**config.mk**
```make
export PLATFORM = sky130hd
export DESIGN_NAME = joy_regs
export DESIGN_NICKNAME = d
export VERILOG_FILES = /design/src/userio_pkg.sv /design/src/joy_regs.sv
export VERILOG_INCLUDE_DIRS = /design/src /design/src/include
export SDC_FILE = /design/constraint.sdc
export NUM_CORES = 1
export LEC_CHECK = 0
export BUFFER_PORTS_ARGS = -buffer_cell sky130_fd_sc_hd__buf_4
export CAP_MARGIN = 20
export CORE_AREA = 2 2 39 41
export CTS_BUF_LIST = sky130_fd_sc_hd__clkbuf_2
export DETAILED_ROUTE_END_ITERATION = 8
export DIE_AREA = 0 0 41 43
export PLACE_DENSITY = 0.75
export RECOVER_POWER = 25
export SYNTH_ARGS = -nofsm -noshare
export SYNTH_HDL_FRONTEND = slang
export SYNTH_SLANG_ARGS = --single-unit
export TNS_END_PERCENT = 10
```
**constraint.sdc**
```tcl
create_clock -name clk -period 0.9 [get_ports clk]
set_input_delay 0.045 -clock clk [delete_from_list [all_inputs] [get_ports clk]]
set_output_delay 0.045 -clock clk [all_outputs]
set_load 0.005 [all_outputs]
```
**src/include/userio_config.svh**
```systemverilog
// register addresses, buffer geometry and beam widths for the user-I/O block
`ifndef USERIO_CONFIG_SVH
`define USERIO_CONFIG_SVH

//----------------------------------------
// register addresses, compared on bits 8:1
//----------------------------------------
`define USERIO_JOY0DAT 9'h00a // port 1 direction word
`define USERIO_JOY1DAT 9'h00c // port 2 direction word
`define USERIO_POTGOR  9'h016 // extra buttons

//----------------------------------------
// osd buffer and beam geometry
//----------------------------------------
`define OSD_ADDR_W    10   // buffer address bits
`define OSD_DEPTH     1024 // bytes in display buffer

// beam counters need bit 8 for the window end at 256
`define OSD_BEAM_W    9

// one byte column covers this many lines
`define OSD_ROW_LINES 8

`endif

```
**src/userio_pkg.sv**
```systemverilog
// shared types for the user-I/O block: joystick, spi byte, buffer address,
// beam count and host command codes
`include "userio_config.svh"

package userio_pkg;

	// active low, same bit order as the connector
	typedef struct packed
	{
		logic fire2;
		logic fire;
		logic up;
		logic down;
		logic left;
		logic right;
	} joy_t;

	typedef logic [7:0] spi_byte_t; // one spi transfer

	typedef logic [`OSD_ADDR_W-1:0] osd_addr_t; // display buffer address
	typedef logic [`OSD_BEAM_W-1:0] beam_t;     // horizontal or line count

	// top three bits of the command byte
	typedef enum logic [2:0]
	{
		cmd_nop       = 3'b000,
		cmd_write_row = 3'b001, // low bits pick the row
		cmd_disable   = 3'b010,
		cmd_enable    = 3'b011,
		cmd_read_ctrl = 3'b101  // host clocks out osdctrl
	} osd_cmd_e;

endpackage

```
**src/joy_regs.sv**
```systemverilog
// joystick sync, direction and extra-button register read mux,
// fire and user outputs
`timescale 1ns/1ps
`include "userio_config.svh"

module joy_regs
(
	input  logic              clk,
	input  userio_pkg::joy_t  joy1_n,
	input  userio_pkg::joy_t  joy2_n,
	input  logic [8:1]        regaddress,
	output logic [15:0]       dataout,
	output logic              fire0_n,
	output logic              fire1_n,
	output logic [2:0]        user
);

	localparam logic [8:0] JOY0DAT = `USERIO_JOY0DAT;
	localparam logic [8:0] JOY1DAT = `USERIO_JOY1DAT;
	localparam logic [8:0] POTGOR  = `USERIO_POTGOR;

	userio_pkg::joy_t sjoy1; // port 1, always a joystick here
	userio_pkg::joy_t sjoy2; // port 2

	//----------------------------------------
	// input sync
	//----------------------------------------
	always_ff @(posedge clk)
	begin
		sjoy1 <= joy1_n;
		sjoy2 <= joy2_n;
	end

	// quadrature style direction word
	function automatic logic [15:0] dir_word(input userio_pkg::joy_t j);
		logic [15:0] w;
		w = '0;
		w[9] = ~j.left;
		w[8] = j.up ^ j.left;
		w[1] = ~j.right;
		w[0] = j.down ^ j.right;
		return w;
	endfunction

	//----------------------------------------
	// read mux
	//----------------------------------------
	always_comb
	begin
		if (regaddress == JOY0DAT[8:1])
			dataout = dir_word(sjoy1);
		else if (regaddress == JOY1DAT[8:1])
			dataout = dir_word(sjoy2);
		else if (regaddress == POTGOR[8:1])
			// mouse buttons sit at released level
			dataout = {1'b0, sjoy2.fire2, 3'b010, sjoy1.fire2, 1'b0, 1'b1, 8'h00};
		else
			dataout = 16'h0000; // unknown register
	end

	assign fire0_n = sjoy1.fire; // to cia
	assign fire1_n = sjoy2.fire;
	assign user    = ~{sjoy2.fire, sjoy2.up, sjoy2.down}; // menu control

endmodule

```
; ---- Yosys cells after proc, flatten, opt, wreduce, memory -nomap -nowiden
; Index checks and enable logic that the tools add are counted.
; W data, S select, Z words.
[totals]
regBits = 12
in_bits = 21
output_inout_bits = 21
wordCells = 27
[classes]
eq_ne = 3
n_mux = 3
n_bitwise = 9
[op_table]
columns = op, count
row1 = $mux W15, 3
row2 = $eq A8 B3 Y1 const B, 2
row3 = $eq A8 B4 Y1 const B, 1
row4 = $not A1 Y1, 4
row5 = $xor A1 B1 Y1, 4
row6 = $not A3 Y3, 1

; ---- Depth between registers and ports, before layout
[logic_depth]
word_depth = 4
ltp_mapped = 3
ltp_nobuf = 3

; ---- Worst setup path before layout
; Ideal clock, no wire load.
[synth_path]
path_kind = input to output
start = in regaddress[6] (netlist name)
end = out dataout[0]
t_arrival_ns = 0.727
required_time_ns = 0.855
setup_slack_ns = 0.128
cell_stages = 3
path_buffers = 0
path_cell_list = nor4_4 nand2_2 o22ai_1
[synth_via]
elab_chain_cells = 3
word_cells_on_any_way = 4
classes_between = 2 x eq/ne / 2 x mux
[synth_rtl]
columns = element, line_no
row1 = "start, declared", joy_regs.sv:11  ; input logic [8:1] regaddress,
row2 = $eq A8 B3 Y1, joy_regs.sv:52  ; else if (regaddress == JOY1DAT[8:1])
row3 = $mux W15, joy_regs.sv:52
row4 = $mux W15 (*), joy_regs.sv:50  ; if (regaddress == JOY0DAT[8:1])
row5 = "end, declared", joy_regs.sv:12  ; output logic [15:0] dataout,
; Every way passes the cells marked *; elsewhere a longest branch is shown, timed or not.

; ---- Worst setup path after layout
[layout_path]
start = reg sjoy2[3] (netlist name)
end = out dataout[8]
[layout_via]
elab_chain_cells = 3
[layout_rtl]
columns = element, line_no
row1 = "start, declared", joy_regs.sv:23  ; userio_pkg::joy_t sjoy2;
row2 = "start signal, assigned", joy_regs.sv:31  ; sjoy2 <= joy2_n;
row3 = $xor A1 B1 Y1, joy_regs.sv:39  ; w[8] = j.up ^ j.left;
row4 = $mux W15, joy_regs.sv:52
row5 = $mux W15, joy_regs.sv:50
; Every way passes these cells.

==> reports/qor.txt <==
status - finished, violations left
violated checks - negative setup slack
worst min-delay path class - input port to flop
# fillers - 117
nets - 116
die area - 0.00176 mm2
Synth top area share - 49.2%
Worst Setup Start Kind - flop
CP arrival - 1160 ps
synthesized area - 488 um2
storage element area - 245 um2
clk root buf - clkbuf_2
most frequent cell after synthesis - dfxtp_1
layout cell share with drive strength beyond 1 - 48.9%
wire length of the first global-routing pass - 1860 um
CTS buffer count - 3
highest fanout seen on the critical path - 2
Longest Clk Path Bufs - 2
wire per inst - 10.8 um
post-DP HPWL - 824 um
Seq cells post-synth - 12
Placed Instances - 93
Die Width - 41 um
router iterations before antenna repair - 4
number of flops mapped to enable cells by yosys - 0
PwrDens - 1200 mW/mm2
max incr delay on CP - 360 ps
crit path kind - flop to output port
GRT Util Overall - 16.0%
final max-slew violation count - 0
IO Port Bufs - 32
final setup violation count - 5
fin crit period - 1200 ps
achievable frequency - 0.832 GHz
DR iter-0 viols - 2
Max-cap violations - 0
clock-pin slew on the worst setup and hold paths - 130 ps
setup TNS - -705 ps
Worst Path Buf+Inv - 1
Vias/cell - 4.26
leakage - 0.000432 uW
H-tree depth - 1
post-synthesis sequential area ratio - 49.2%
Main synth FF type - dfxtp_1
vias in the first global route - 461
Syn-to-layout area delta - 78.2%
Slowest cell on crit path - dfxtp_2
CP endpoint kind - output port
Final Hold Viols - 0
Synth area leaders - dfxtp_1 (49%), buf_4 (14%), nor4_4 (4.4%)
synth cell count leaders - dfxtp_1 (12), buf_4 (9), inv_1 (3), o22ai_1 (3)
Place WS - -130 ps
WP data required - 850 ps
clock sinks - 12
TritonCTS clock tree - yes
final std cells w/o fill - 110
Ports - 42
Avg Inst Size Synth - 10.8 um2
Synth Warn # - 0
period utilization - 133%
Antenna Cells - 0
Routed Wire Length - 1190 um
FP Rows - 14
Multi-input gate area - 199 um2
Crit path max-delay family - flip-flops
largest net degree at the start of global routing - 8
Post-synth ARST share - 0%
Synth area leader - dfxtp_1
unrepaired setup endpoints after global routing - yes
final worst slack - -301 ps
total core area - 0.00138 mm2
Routed Antenna Nets - 0
Starting Density - 35.3%
vias - 469
Max rail drop VDD - 698 uV
Cells after Synth - 45
Cell Chain, Critical Path - xor2_1 > nand4_1 > a2bb2oi_1 > buf_4
Cell variety after synth - 18
Die Y - 43 um
DRC Markers - 0
Placer Congestion - 0.621
total grt overflow - 0
initial antenna violation count - 0
[where the power goes]
part           leakage (uW)  internal, uW  switching, uW
Combinational      0.000316           128           59.5
Sequential         0.000101           562           14.4
Clock             0.0000140          96.5            179
Total              0.000432           786            253
[sequential cells by signal (all words and copies together), names as in the netlist]
register	flops
fire0_n	1
sjoy1	5
fire1_n	1
sjoy2	5
[stage by stage]
stage | total power [uW] | util, % | hold slack [ps] | area [um2]
after floorplan | 655 | - | 72.7 | 518
after global placement | 721 | 51.9 | 149 | 718
after detailed placement | 726 | 51.9 | 150 | 718
after CTS | 1030 | 62.7 | 403 | 868
after global routing | 1100 | 62.8 | 404 | 870
final | 1040 | 62.8 | 415 | 870
[final timing paths]
path / from / endpoint / cells past startpoint
setup / recovery: sjoy2[3] / dataout[8] / 4
hold / removal: joy1_n[2] / sjoy1[2] / 2
[area by class of cell]
| class | count | area share [%] |
|---|---|---|
| inverter | 3 | 1.29 |
| clock buffer | 3 | 1.73 |
| tap | 16 | 2.30 |
| clock inverter | 1 | 0.432 |
| sequential | 12 | 28.2 |
| timing repair buffer | 46 | 43.2 |
| multi-input combinational | 29 | 22.9 |
[cells in the final DEF, fill, tap and decap left out, types with 2 or more instances in the layout]
cell type	n
inv_1	2
conb_1	9
nor2b_1	2
dfxtp_1	8
dlygate4sd3_1	12
clkbuf_2	3
dfxtp_2	4
o22ai_1	3
and3_1	2
xor2_1	2
buf_4	31
clkbuf_4	3
xnor2_1	2
[per-layer routing]
metal  vias up  wire length, um  track usage [%]
li1        232                -                -
met1       201              446             18.8
met2        32              561             23.1
met3         4              153             6.28
met4         0               23             10.0
met5         -                0                0
[what timing repair did]
| item | in CTS | in global routing |
|---|---|---|
| pin swaps | 0 | 0 |
| setup buffers | 1 | 0 |
| setup endpoints to repair | 5 | 9 |
| hold endpoints to repair | 12 | 0 |
| hold buffers | 12 | 0 |
| resized for setup | 3 | 2 |
| gates cloned | 0 | 0 |
[logic make-up (layout without fill, tap and decap cells)]
| group | count (synthesis) | in the layout | synth area share [%] |
|---|---|---|---|
| other | 1 | 9 | 0.768 |
| AOI/OAI and AO/OA | 5 | 5 | 6.67 |
| and+or+nand+nor | 11 | 11 | 20.0 |
| DFF | 12 | 12 | 49.2 |
| xor gates and xnor gates | 4 | 4 | 7.18 |
| buffers and inverters | 12 | 53 | 16.2 |
(Power assumes the default switching activity.)
