==> src/include/userio_config.svh <==
// register addresses, buffer geometry and beam widths for the user-I/O block
`ifndef USERIO_CONFIG_SVH
`define USERIO_CONFIG_SVH

//----------------------------------------
// register addresses, compared on bits 8:1
//----------------------------------------
`define USERIO_JOY0DAT 9'h00a // port 1 direction word
`define USERIO_JOY1DAT 9'h00c // port 2 direction word
`define USERIO_POTGOR  9'h016 // extra buttons

//----------------------------------------
// osd buffer and beam geometry
//----------------------------------------
`define OSD_ADDR_W    10   // buffer address bits
`define OSD_DEPTH     1024 // bytes in display buffer

// beam counters need bit 8 for the window end at 256
`define OSD_BEAM_W    9

// one byte column covers this many lines
`define OSD_ROW_LINES 8

`endif

==> src/userio_pkg.sv <==
// shared types for the user-I/O block: joystick, spi byte, buffer address,
// beam count and host command codes
`include "userio_config.svh"

package userio_pkg;

	// active low, same bit order as the connector
	typedef struct packed
	{
		logic fire2;
		logic fire;
		logic up;
		logic down;
		logic left;
		logic right;
	} joy_t;

	typedef logic [7:0] spi_byte_t; // one spi transfer

	typedef logic [`OSD_ADDR_W-1:0] osd_addr_t; // display buffer address
	typedef logic [`OSD_BEAM_W-1:0] beam_t;     // horizontal or line count

	// top three bits of the command byte
	typedef enum logic [2:0]
	{
		cmd_nop       = 3'b000,
		cmd_write_row = 3'b001, // low bits pick the row
		cmd_disable   = 3'b010,
		cmd_enable    = 3'b011,
		cmd_read_ctrl = 3'b101  // host clocks out osdctrl
	} osd_cmd_e;

endpackage

==> src/spi_slave.sv <==
// spi slave: pin synchronizer, clock edge detect, shared in/out shifter
// and byte strobe
`timescale 1ns/1ps

module spi_slave
(
	input  logic                  clk,
	input  logic                  mrreset,
	input  logic                  spi_en_n,
	input  logic                  spi_din,
	input  logic                  spi_clk,
	input  userio_pkg::spi_byte_t tx_byte,
	output logic                  spi_dout,
	output userio_pkg::spi_byte_t rx_byte,
	output logic                  byte_strobe,
	output logic                  selected
);

	logic                  en_n_s;    // synced enable, low = addressed
	logic                  din_s;     // synced data in
	logic [1:0]            sclk_s;    // [0] synced clock, [1] one cycle older
	logic                  sclk_rise;
	logic                  sclk_fall;
	userio_pkg::spi_byte_t shifter;   // in at lsb, out at msb
	logic                  dout_q;
	logic [3:0]            bit_cnt;   // bit 3 set after eighth bit

	//----------------------------------------
	// pin synchronization
	//----------------------------------------
	always_ff @(posedge clk)
	begin
		if (mrreset)
		begin
			en_n_s <= 1'b1; // deselected
			sclk_s <= 2'b11; // spi clock idles high
		end
		else
		begin
			en_n_s <= spi_en_n;
			sclk_s <= {sclk_s[0], spi_clk};
		end
	end

	always_ff @(posedge clk)
		din_s <= spi_din;

	assign sclk_rise = sclk_s[0] & ~sclk_s[1]; // sample edge
	assign sclk_fall = ~sclk_s[0] & sclk_s[1]; // output edge
	assign selected  = ~en_n_s;

	//----------------------------------------
	// shifter and serial out
	//----------------------------------------
	always_ff @(posedge clk)
	begin
		if (en_n_s || byte_strobe)
			shifter <= tx_byte; // reload for next byte
		else if (sclk_rise)
			shifter <= {shifter[6:0], din_s}; // msb first
	end

	// next bit goes out on the falling edge
	always_ff @(posedge clk)
	begin
		if (mrreset)
			dout_q <= 1'b0;
		else if (sclk_fall)
			dout_q <= shifter[7];
	end

	assign spi_dout = selected ? dout_q : 1'b0; // quiet when not addressed
	assign rx_byte  = shifter;

	//----------------------------------------
	// bit counter
	//----------------------------------------
	always_ff @(posedge clk)
	begin
		if (mrreset || en_n_s || byte_strobe)
			bit_cnt <= 4'd0;
		else if (sclk_rise)
			bit_cnt <= bit_cnt + 4'd1;
	end

	assign byte_strobe = bit_cnt[3]; // single cycle, counter clears next

endmodule

==> config.mk <==
export PLATFORM = sky130hd
export DESIGN_NAME = spi_slave
export DESIGN_NICKNAME = d
export VERILOG_FILES = /design/src/userio_pkg.sv /design/src/spi_slave.sv
export VERILOG_INCLUDE_DIRS = /design/src /design/src/include
export SDC_FILE = /design/constraint.sdc
export NUM_CORES = 1
export LEC_CHECK = 0
export BUFFER_PORTS_ARGS = -buffer_cell sky130_fd_sc_hd__buf_2
export CORE_UTILIZATION = 45
export DETAILED_ROUTE_END_ITERATION = 8
export PLACE_DENSITY = 0.73
export SLEW_MARGIN = 10
export SYNTH_ARGS = -nofsm -noshare
export SYNTH_HDL_FRONTEND = slang
export SYNTH_SLANG_ARGS = --single-unit
export TNS_END_PERCENT = 100
==> constraint.sdc <==
create_clock -name clk -period 1.32 [get_ports clk]
set_input_delay 0.198 -clock clk [delete_from_list [all_inputs] [get_ports clk]]
set_output_delay 0.198 -clock clk [all_outputs]
set_load 0.03 [all_outputs]
* Word-level counts from Yosys, hierarchy flattened
Cells that the tools add are included.
** Storage, ports and cells
- Register bits after elaboration :: 17
- Bits in latches :: 0
- RAM bits :: 0
- Bits in read-only memories :: 0
- Output and inout bits :: 11
- Logic and storage cells :: 19
- Memories kept :: 0
** Operators by class
- Add/sub/neg operators :: 1
- $mul :: 0
- Div/mod/pow operators :: 0
- Magnitude comparators :: 0
- Eq/ne operators :: 0
- Shifts and indexed selects :: 0
- Multiplexer cells :: 3
- Bitwise gates (word level) :: 5
- Reductions and logical operators :: 4
** Operators with widths (count)
- $mux 8 :: 2
- $add 4x1->4 const B :: 1
- $logic_or 1x1->1 :: 3
- $not 1->1 :: 3
- $and 1x1->1 :: 2
- $reduce_bool 2->1 :: 1
- $mux 1 :: 1

* Depth between registers and ports, before layout
- Word-level depth :: 4
- Depth in mapped cells :: 4
- Mapped depth without buffers :: 4

* Worst setup path before layout
OpenSTA, ideal clock, no wires.
- Kind :: register -> register
- From :: register bit_cnt[3]
- To :: register shifter[0] (netlist: rx_byte[0]), data pin
- Setup time :: 260 ps
- Arrival :: 1013 ps
- Data required time :: 1060 ps
- Setup slack :: 47 ps
- Cell stages (with the launch flop) :: 3
- Buffers on the path :: 0
- Clock period less this slack :: 1273 ps
- Cells stage by stage :: dfxtp_1 -> nor2_4 -> mux2_2
** Between the ends
- Word-level cells in the longest chain between the ends :: 2
** Ends and longest elaborated chain
- from (decl) :: line spi_slave.sv:26 : logic [3:0] bit_cnt;
- from (signal assigned) :: line spi_slave.sv:83 : bit_cnt <= bit_cnt + 4'd1;
- $logic_or 1x1->1 :: line spi_slave.sv:57 : if (en_n_s || byte_strobe)
- $mux 8 :: line spi_slave.sv:57
- to (signal assigned) :: line spi_slave.sv:58 : shifter <= tx_byte;
- to (signal assigned) :: line spi_slave.sv:60 : shifter <= {shifter[6:0], din_s};
- to (decl) :: line spi_slave.sv:24 : userio_pkg::spi_byte_t shifter;
No other way between the ends.
A chain may end at the register's enable or synchronous reset.

* Worst setup path after layout
- From :: register en_n_s
- To :: output port spi_dout
** Between the ends
- Word-level cells in the longest chain between the ends :: 1
** Ends and longest elaborated chain
- from (decl) :: line spi_slave.sv:19 : logic en_n_s;
- from (signal assigned) :: line spi_slave.sv:40 : en_n_s <= spi_en_n;
- $mux 1 :: line spi_slave.sv:72 : assign spi_dout = selected ? dout_q : 1'b0;
- to (decl) :: line spi_slave.sv:13 : output logic spi_dout,
No other way between the ends.

==> reports/results.ini <==
[outcome]
status = finished clean

[critical_path]
crit_path_end_kind = primary output
crit_start = en_n_s$_SDFF_PP1_
slowest_delay_ns = 0.38
cp_max_fo = 4
timing.rr.start = bit_cnt[3]$_SDFFE_PP0P_
critPathKind = reg -> out
worstSetupEndpoint = spi_dout
critical_path_buf_inv_count = 1
cp-start-kind = register
cp_num_cells = 2
reg2regPathDepth = 2
reg2reg_slack_ns = 0.11
critPathTopFamily = flip-flops
worstPathArrival_ns = 1.04
timing.rr.end = rx_byte[6]$_DFFE_PP_
crit_chain = and2b_2 -> buf_2
slowest_stage = dfxtp_2
required_ns = 1.12

[placed_design]
io_buffer_count = 23
placed_cell_area_sq_um = 825
place_inst = 88
gp_congestion = 0.718
post-place-ws_ns = 0.110

[clock_network]
cts_sinks = 17
path_clk_slew_ns = 0.09
worstSkewPairLatency_ns = 0.28
htree_levels = 1
cts_tree = built
root_buffer = clkbuf_4
clockBufferDepth = 2
cts_buffers = 3

[floorplan]
start_util_pct = 50.0
io_pins = 24
die_x_microns = 40.8
row_count = 13
dieHeight_microns = 40.8
core_sq_um = 1350
dieArea_sq_um = 1660

[global_route]
grt_pass1_wl_mm = 1.54
grt_overflow = 0
grt_max_degree = 10
globalRouteTotalUtil_pct = 15.5
antenna_found_initial = 0
grt_pass1_vias = 384

[finish]
nets = 93
diodes = 0
drive_above_1_share_pct = 56.4
num-fill-cells = 113
final_util_pct = 63.9
final_cells = 93
post-route-cell-area_sq_um = 862
syn_to_final_growth_pct = 27.6

[sta]
period_share_pct = 93.5
fmax_mhz = 810
fin_ws_ns = 0.0853
maxSlewHeadroom_pct = 83.0
worst_pin_slew_ns = 0.255
fin_worst_skew_ns = 0.00398
slew_violations = 0
setup_tns_ns = 0
setup_viol = 0
hold_viol_final = 0
whs_ns = 0.0981
min_period_ns = 1.23

[yosys]
syn-instance-count = 48
synth_area_per_cell_sq_um = 14.1
syn_area_sq_um = 676
synth-seq-area-share_pct = 62.2
synth_cell_type_count = 19
ys_ff_latch = 17
syn-num-nets = 62
ys_warn_count = 0

[power]
vdd.ir_drop.worst_uv = 678
p_leak_nw = 0.372
total_power_mw = 1.02
p_per_area_nw_per_um2 = 1190

[drt]
wire_per_inst_microns = 11.3
drt-pass1-iter-count = 4
vias_per_cell = 4.74
drc = 0
vias = 441
first_iter_violations = 2
drt_wl_total_mm = 1.06
ant_nets = 0

[hold_path]
hp-class = in -> reg

[run]
drv_cap = 0

metal layers:
| layer | track usage, % | wire, microns | up-vias |
|---|---|---|---|
| li1 | - | - | 226 |
| met2 | 23.4 | 525 | 11 |
| met5 | 0 | 0 | - |
| met3 | 6.52 | 51 | 2 |
| met1 | 16.9 | 464 | 202 |
| met4 | 12.5 | 12 | 0 |
cell families (layout without fill, tap and decap cells):
family | Yosys count | count (layout) | share of synthesized area (%)
and+or+nand+nor | 16 | 16 | 15.9
adders and majority gates | 1 | 1 | 1.85
muxes | 10 | 10 | 16.3
DFF | 17 | 17 | 62.2
buffers and inverters | 2 | 32 | 1.11
xor gates and xnor gates | 2 | 2 | 2.59
worst min-delay path by stage:
stage / start / endpoint / slack, ns / depth (start not counted)
4_1_cts: spi_din / din_s$_DFF_P_ / 0.009 / 1
3_5_place_dp: spi_din / din_s$_DFF_P_ / 0.31 / 1
2_1_floorplan: spi_din / din_s$_DFF_P_ / 0.23 / 0
3_3_place_gp: spi_din / din_s$_DFF_P_ / 0.30 / 1
5_1_grt: spi_clk / sclk_s[0]$_SDFF_PP1_ / 0.08 / 2
6_report: spi_clk / sclk_s[0]$_SDFF_PP1_ / 0.1 / 2
cells in the mapped netlist:
cell	n	share of area (%)
nand3_1	1	0.74
xnor2_1	1	1.3
or2_2	3	2.8
ha_1	1	1.9
and2b_1	1	1.1
nor2b_1	1	0.93
nor2_4	1	1.7
xor2_1	1	1.3
inv_1	2	1.1
mux2_2	8	13
nor3_2	1	1.5
and2b_2	1	1.3
nand2b_1	1	0.93
mux2i_1	2	3.0
dfxtp_1	9	27
nor2_1	4	2.2
nand3b_1	1	1.1
or3_4	1	1.7
edfxtp_1	8	36
flip-flops by register name (all words and copies together) (netlist names):
signal   count
bit_cnt      4
din_s        1
dout_q       1
en_n_s       1
rx_byte      8
sclk_s       2
layout make-up:
cell class	instances	area, sq um	area share [%]
Sequential cell	17	422	48.9
Multi-Input combinational cell	29	248	28.7
Timing Repair Buffer	26	140	16.3
Clock buffer	4	26.3	3.05
Tap cell	15	18.8	2.18
Inverter	2	7.51	0.871
placed cells by master, fill, tap and decap left out, drive strengths merged, types with 2 or more instances in the layout:
master,netlist,final
and2b,2,2
or2,3,3
inv,2,2
mux2,8,8
edfxtp,8,8
dfxtp,9,9
clkbuf,0,4
buf,0,25
mux2i,2,2
nor2,5,5
worst reg2reg max path: cells and delay by family (launching register included):
| kind | cells | cell delay (ns) |
|---|---|---|
| mux | 1 | 0.37 |
| flops | 1 | 0.35 |
| simple gates | 1 | 0.25 |
power by group:
group          internal [mW]  total (mW)  switching (mW)
Clock                  0.117       0.265           0.148
Combinational         0.0654       0.154          0.0883
Sequential             0.589       0.606          0.0167
Total                  0.772        1.02           0.253
repair_timing:
action / CTS / global route
setup endpoints to repair: 0 / 1
buffers inserted: 0 / 0
gates resized for setup: 0 / 1
hold endpoints to repair: 0 / 1
hold buffers: 0 / 1
Power figures use the tool's default switching activity.
