==> src/include/userio_config.svh <==
// register addresses, buffer geometry and beam widths for the user-I/O block
`ifndef USERIO_CONFIG_SVH
`define USERIO_CONFIG_SVH

//----------------------------------------
// register addresses, compared on bits 8:1
//----------------------------------------
`define USERIO_JOY0DAT 9'h00a // port 1 direction word
`define USERIO_JOY1DAT 9'h00c // port 2 direction word
`define USERIO_POTGOR  9'h016 // extra buttons

//----------------------------------------
// osd buffer and beam geometry
//----------------------------------------
`define OSD_ADDR_W    10   // buffer address bits
`define OSD_DEPTH     1024 // bytes in display buffer

// beam counters need bit 8 for the window end at 256
`define OSD_BEAM_W    9

// one byte column covers this many lines
`define OSD_ROW_LINES 8

`endif

==> src/userio_pkg.sv <==
// shared types for the user-I/O block: joystick, spi byte, buffer address,
// beam count and host command codes
`include "userio_config.svh"

package userio_pkg;

	// active low, same bit order as the connector
	typedef struct packed
	{
		logic fire2;
		logic fire;
		logic up;
		logic down;
		logic left;
		logic right;
	} joy_t;

	typedef logic [7:0] spi_byte_t; // one spi transfer

	typedef logic [`OSD_ADDR_W-1:0] osd_addr_t; // display buffer address
	typedef logic [`OSD_BEAM_W-1:0] beam_t;     // horizontal or line count

	// top three bits of the command byte
	typedef enum logic [2:0]
	{
		cmd_nop       = 3'b000,
		cmd_write_row = 3'b001, // low bits pick the row
		cmd_disable   = 3'b010,
		cmd_enable    = 3'b011,
		cmd_read_ctrl = 3'b101  // host clocks out osdctrl
	} osd_cmd_e;

endpackage

==> src/osd_host_if.sv <==
// osd host bus: buffer write port and display enable level
`timescale 1ns/1ps

interface osd_host_if;

	logic                  wr_en;   // one pulse per data byte
	userio_pkg::osd_addr_t wr_addr; // auto-incrementing write pointer
	userio_pkg::spi_byte_t wr_data; // byte straight from the shifter
	logic                  show;    // pending enable, sampled at sof

	// command decoder side
	modport cmd
	(
		output wr_en, wr_addr, wr_data, show
	);

	// video generator side
	modport video
	(
		input wr_en, wr_addr, wr_data, show
	);

endinterface

==> src/osd_cmd.sv <==
// osd command decoder: command latch, row write pointer, display enable
`timescale 1ns/1ps
`include "userio_config.svh"

module osd_cmd
(
	input  logic                  clk,
	input  logic                  mrreset,
	input  userio_pkg::spi_byte_t rx_byte,
	input  logic                  byte_strobe,
	input  logic                  selected,
	osd_host_if.cmd               host
);

	localparam int COL_BITS = `OSD_ADDR_W - 3; // bytes per row = 128

	userio_pkg::osd_cmd_e  cmd_q;    // nop until the command byte arrives
	userio_pkg::osd_addr_t wr_ptr;
	logic                  show_q;   // pending enable
	logic                  cmd_seen; // first byte of this select taken
	logic                  is_cmd;   // this byte is the command byte
	logic                  wr_pulse;

	assign is_cmd   = byte_strobe && !cmd_seen;
	assign wr_pulse = byte_strobe && (cmd_q == userio_pkg::cmd_write_row);

	// later bytes are data even after a nop command
	always_ff @(posedge clk)
	begin
		if (mrreset || !selected)
			cmd_seen <= 1'b0;
		else if (byte_strobe)
			cmd_seen <= 1'b1;
	end

	// command register cleared whenever the host lets go of the select
	always_ff @(posedge clk)
	begin
		if (mrreset || !selected)
			cmd_q <= userio_pkg::cmd_nop;
		else if (is_cmd)
			cmd_q <= userio_pkg::osd_cmd_e'(rx_byte[7:5]);
	end

	// write pointer with row number from bits 2:0 of command byte
	always_ff @(posedge clk)
	begin
		if (mrreset)
			wr_ptr <= '0;
		else if (wr_pulse)
			wr_ptr <= wr_ptr + 1'b1; // auto increment
		else if (is_cmd)
			wr_ptr <= {rx_byte[2:0], {COL_BITS{1'b0}}};
	end

	//----------------------------------------
	// display enable level
	//----------------------------------------
	always_ff @(posedge clk)
	begin
		if (mrreset)
			show_q <= 1'b0;
		else
		begin
			case (cmd_q)
				userio_pkg::cmd_enable:    show_q <= 1'b1;
				userio_pkg::cmd_disable:   show_q <= 1'b0;
				default:                   show_q <= show_q;
			endcase
		end
	end

	assign host.wr_en   = wr_pulse;
	assign host.wr_addr = wr_ptr;
	assign host.wr_data = rx_byte; // write before the shifter reloads
	assign host.show    = show_q;

endmodule

==> src/flat_wrapper.sv <==
// flat-port wrapper written by rule: the top's interface ports become plain ports
module osd_cmd_flat 
  (clk, mrreset, rx_byte, byte_strobe, selected, host_wr_en, host_wr_addr, host_wr_data, host_show);
  osd_host_if host_i ();
  input  logic clk;
  input  logic mrreset;
  input  userio_pkg::spi_byte_t rx_byte;
  input  logic byte_strobe;
  input  logic selected;
  output wire logic [$bits(host_i.wr_en)-1:0] host_wr_en;
  output wire logic [$bits(host_i.wr_addr)-1:0] host_wr_addr;
  output wire logic [$bits(host_i.wr_data)-1:0] host_wr_data;
  output wire logic [$bits(host_i.show)-1:0] host_show;
  assign host_wr_en = host_i.wr_en;
  assign host_wr_addr = host_i.wr_addr;
  assign host_wr_data = host_i.wr_data;
  assign host_show = host_i.show;
  osd_cmd u_core (.clk(clk), .mrreset(mrreset), .rx_byte(rx_byte), .byte_strobe(byte_strobe), .selected(selected), .host(host_i));
endmodule
==> config.mk <==
export PLATFORM = sky130hd
export DESIGN_NAME = osd_cmd_flat
export DESIGN_NICKNAME = d
export VERILOG_FILES = /design/src/userio_pkg.sv /design/src/osd_host_if.sv /design/src/osd_cmd.sv /design/src/flat_wrapper.sv
export VERILOG_INCLUDE_DIRS = /design/src /design/src/include
export SDC_FILE = /design/constraint.sdc
export NUM_CORES = 1
export LEC_CHECK = 0
export BUFFER_PORTS_ARGS = -buffer_cell sky130_fd_sc_hd__buf_2
export CAP_MARGIN = 25
export CORE_MARGIN = 5
export CORE_UTILIZATION = 49
export CTS_BUF_LIST = sky130_fd_sc_hd__clkbuf_8 sky130_fd_sc_hd__clkbuf_16
export DETAILED_ROUTE_END_ITERATION = 6
export GPL_TIMING_DRIVEN = 0
export PLACE_DENSITY = 0.79
export SLEW_MARGIN = 20
export SYNTH_ARGS = -nofsm -noshare
export SYNTH_HDL_FRONTEND = slang
export SYNTH_SLANG_ARGS = --single-unit
==> constraint.sdc <==
create_clock -name clk -period 2.4 [get_ports clk]
set_input_delay 0.12 -clock clk [delete_from_list [all_inputs] [get_ports clk]]
set_output_delay 0.12 -clock clk [all_outputs]
set_load 0.02 [all_outputs]
# Yosys cells after proc, flatten, opt, wreduce, memory -nomap -nowiden
# Index checks and enable logic that the tools add are counted.
[word_totals]
ff_bits = 15
latchBits = 0
ram_bits = 0
romBits = 0
output_inout_bits = 20
elab_cells = 18
mem_count = 0
[classes]
n_addsub = 1
mul = 0
div_mod_pow = 0
n_lt_le_gt_ge = 0
eq_ne = 3
n_shift = 0
mux = 3
bitwise = 0
n_reduce_logical = 7
[op_table]
columns = ["op", "count"]
rows = [
  ["two-way mux 10 bit", 2],
  ["adder 10 x 1 -> 10 bit (second input constant)", 1],
  ["equality test 3 x 2 -> 1 bit (second input constant)", 2],
  ["nonzero test 2 bit", 2],
  ["equality test 3 x 1 -> 1 bit (second input constant)", 1],
  ["logical AND 1 bit", 2],
  ["zero test 1 bit", 2],
  ["one-hot mux 1 bit (2 select lines)", 1],
  ["logical OR 1 bit", 1],
]

# Logic depth before layout (Yosys ltp)
[logic_depth]
depth_word = 4
mapped_depth = 7

# Least setup slack after synthesis
# No wires, ideal clock.
[synth_path]
path_kind = "register to register"
start = "reg u_core.cmd_q[2]"
end = "reg u_core.wr_ptr[8] (netlist: u_core.host.wr_addr[8])"
setup_ns = 0.074
t_arrival_ns = 1.444
path_slack_ns = 0.882
path_stages_with_launch = 6
period_less_slack_ns = 1.518
cell_sequence = "dfxtp_1 -> nand4bb_1 -> buf_2 -> or3_1 -> or3_1 -> a31oi_1"
[synth_via]
elab_chain_len = 3
elab_cells_between_ends = 4
cone_classes = "eq/ne: 1; mux: 1; reduce/logical: 2"
[synth_rtl]
columns = ["item", "line", "text"]
rows = [
  ["from (decl)", "osd_cmd.sv:17", "userio_pkg::osd_cmd_e cmd_q;"],
  ["from (signal assigned)", "osd_cmd.sv:40", "cmd_q <= userio_pkg::cmd_nop;"],
  ["from (signal assigned)", "osd_cmd.sv:42", "cmd_q <= userio_pkg::osd_cmd_e'(rx_byte[7:5]);"],
  ["equality test 3 x 1 -> 1 bit *", "osd_cmd.sv:25", "assign wr_pulse = byte_strobe && (cmd_q == userio_pkg::cmd_write_row);"],
  ["logical AND 1 bit *", "osd_cmd.sv:25", ""],
  ["two-way mux 10 bit or nonzero test 2 bit (tied branches)", "-", ""],
  ["to (signal assigned)", "osd_cmd.sv:51", "wr_ptr <= wr_ptr + 1'b1;"],
  ["to (signal assigned)", "osd_cmd.sv:53", "wr_ptr <= {rx_byte[2:0], {COL_BITS{1'b0}}};"],
  ["to (decl)", "osd_cmd.sv:18", "userio_pkg::osd_addr_t wr_ptr;"],
]
# Mark *: on every way between the ends. The rest lies on a longest branch, timed or not.
# A chain may end at the register's enable or synchronous reset.

# Final worst setup path
[layout_path]
start = "reg u_core.cmd_q[2]"
end = "reg u_core.wr_ptr[4] (netlist: u_core.host.wr_addr[4])"
# The elaborated chain is that of the path after synthesis.

==> summary.txt <==
Logic synthesis
  • Syn Std Cell Area: 769 sq um
  • Main combinational cell family by area after synthesis: simple AND/OR/NAND/NOR gates
  • Top cell type's share of synthesized area: 0.390
  • Most common cell in the netlist: dfxtp_1
  • Post-synth EDFFs: 0
  • Synth Area in Compound Gates: 0.158
  • Leading post-synthesis cells by instance count: 15 x dfxtp_1, 14 x nor2_1, 12 x nand2_1, 9 x a21oi_1, 8 x buf_4
  • Simple-gate share of the synthesized area: 0.283
  • Synth unique cells: 32
  • Register bit total from synthesis: 15
  • Mux contribution to synthesized area: 0.0260
  • Async set or reset register ratio after synthesis: 0
  • Main synth FF type: dfxtp_1
  • Syn_nets: 111
  • Post-Synth Adder-Cell Area: 0.0163
  • Mean post-synth cell area: 7.85 sq um
  • Area contributors post-synth: dfxtp_1 39%, buf_4 7.8%, nor2_1 6.8%
  • Seq/Total Area, Yosys: 0.390
  • Synth Area in XOR/XNOR: 0.0114
  • Synth Warn #: 0
  • Post-synth top area cell: dfxtp_1
  • Syn Inst Count: 98

Floorplanning
  • Rows: 14
  • Die Y: 49.6 um
  • Full die area: 2460 sq um
  • Die Wd: 49.6 um
  • Core area: roughly 1500 sq um
  • Initial core utilization: 0.511
  • # IOs: 32

CTS
  • Root Buffer: clkbuf_8
  • CTS Hold Bufs: 0
  • CTS sink count: 15
  • CTS tree: built
  • Setup bufs post-CTS: 0
  • Inserted Clock Buffers: 3
  • Htree depth: 1
  • Worst skew pair latency: 0.25 ns
  • Clk slew on worst S/H paths: 0.06 ns
  • Clk buf depth: 2
  • CTS resizes: 0

STA
  • Post-Route Skew: roughly 0.0045 ns
  • Final worst path period share: 0.700
  • Worst setup margin: 0.720 ns
  • Final Hold Violating Endpoints: 0
  • RSZ-0062 raised after global routing: no
  • Max-slew violations: 0
  • Max-slew headroom: 0.700
  • Fmax: between 500 and 600 MHz
  • Period minus WS final: approximately 1.7 ns
  • WHS: 0.0543 ns
  • Count of final setup violators: 0
  • Worst slew pin tran: 0.451 ns
  • Fin Setup TNS: 0 ns

Final layout
  • Layout Cells excl Fill: 147
  • Fin area: 980 sq um
  • Area Growth Syn to Fin: 27.3%
  • # diodes: 0
  • Nets@finish: 145
  • Ratio of cells with drive above 1 in the final layout: 0.328
  • Final Util: 0.650

Place
  • Placed cell area: just over 900 sq um
  • Pre-CTS setup slack: 0.735 ns
  • Hpwl dp: about 1400 um
  • PortBufs: 29
  • Final GP Congestion: 0.834
  • Dpl cells: 143

Hold path
  • Worst Hold End: u_core.host.wr_addr[7]
  • Min-delay worst type: in -> reg
  • Worst hold stages: 2
  • Hold path startpoint: mrreset

Outcome
  • Status: complete, no violations

Global route
  • Vias in the first global route: 694
  • Largest net degree at the start of global routing: 11
  • GRT Total Usage: 0.164
  • Initial antenna violation count: 0
  • Global route overflow: 0
  • First-pass GRT wire length: 3110 um

Setup path
  • R2R Setup Slk: 0.72 ns
  • CP bufs+invs: 3
  • R2R cell count: 7
  • Cell family with most CP delay: buffers and inverters
  • Arr. time, crit path: 1.84 ns
  • Critical Path, Cell by Cell: nand4bb_1 > buf_2 > inv_1 > buf_2 > nor2_1 > a21oi_1 > a211oi_1
  • Startpoint types: flop
  • CP max-delay cell: dfxtp_1
  • CP Class: reg -> reg
  • CP most frequent cell: buf_2
  • Terminus of the critical flop-to-flop path: u_core.host.wr_addr[4]
  • Crit-path max cell delay: 0.34 ns
  • Critical path capture point type: flop
  • Worst Path Max Fanout: 10
  • Critical Path RT: 2.56 ns
  • Reg2Reg Launch Point: u_core.cmd_q[2]

Drt
  • 1st-iter DRT viols: 25
  • 1st-pass router iterations: 4
  • Per-cell routed wire length: 13.0 um
  • Routed WL: between 1500 and 2000 um
  • Drt via density: 5.37
  • Vias: 789
  • DRC viols: 0
  • Number of routed nets with antenna violations: 0

Flow run
  • Max_cap viols: 0

Power and ir drop
  • Power Total: 536 uW
  • Pwr Density: 547 nW/um^2
  • Leakage power: 0.465 nW
  • IR drop worst, VDD: 0.000396 V
[cells by family after synthesis]
group           after synthesis
flops                        15
compound gates               20
fa+ha+maj                     1
xor+xnor                      1
simple gates                 44
buf+inv                      15
mux                           2
[registers in the layout, summed over array words and instances, names as in the netlist]
| register | count |
|---|---|
| u_core.cmd_seen | 1 |
| u_core.host.show | 1 |
| u_core.cmd_q | 3 |
| u_core.host.wr_addr | 10 |
[how the worst max path moves through the flow]
stage                    start                endpoint  slack (ns)  cells after the start
2_1_floorplan  u_core.cmd_q[2]  u_core.host.wr_addr[8]        0.88                      5
3_3_place_gp   u_core.cmd_q[2]  u_core.host.wr_addr[8]        0.78                      5
3_5_place_dp   u_core.cmd_q[2]  u_core.host.wr_addr[4]        0.74                      7
4_1_cts        u_core.cmd_q[2]  u_core.host.wr_addr[4]        0.70                      7
5_1_grt        u_core.cmd_q[2]  u_core.host.wr_addr[4]        0.59                      7
6_report       u_core.cmd_q[2]  u_core.host.wr_addr[4]        0.72                      7
[power breakdown]
part           internal (mW)  switching (mW)
clock network          0.113          0.0894
registers              0.255         0.00514
logic                 0.0311          0.0416
total                  0.400           0.136
[final cells by class]
cell class / count / area, sq um
flip-flops and latches: 15 / 300
repair buffers: 29 / 145
plain buffers: 13 / 81.3
multi-input cells: 68 / 380
well taps: 16 / 20.0
fillers: 144 / 527
clock inverters: 1 / 3.75
inverters: 2 / 7.51
clock buffers: 3 / 41.3
[metal layers]
layer  global-route usage  up-vias  part of all wire
met5                    0        -                 0
met4               0.0786        0             0.019
met3               0.0331        5             0.075
met2                0.282       35              0.49
met1                0.189      350              0.41
li1                     -      399                 -
[layout by cell type (no fill, tap or decap), types with 2 or more instances in the layout]
cell type  synthesis  layout
buf_2              2      31
dfxtp_1           15      15
nor2_1            14      14
nand2_1           12      12
a21oi_1            9       9
buf_4              8       8
inv_1              2       3
clkbuf_1           3       3
o21ai_0            3       3
clkbuf_8           0       3
and3_1             2       2
nor3_1             2       2
nand2b_1           2       2
a31oi_1            2       2
nand3_1            2       2
or3_1              2       2
mux2i_1            2       2
Note: power is estimated with default switching activity, not from simulation.
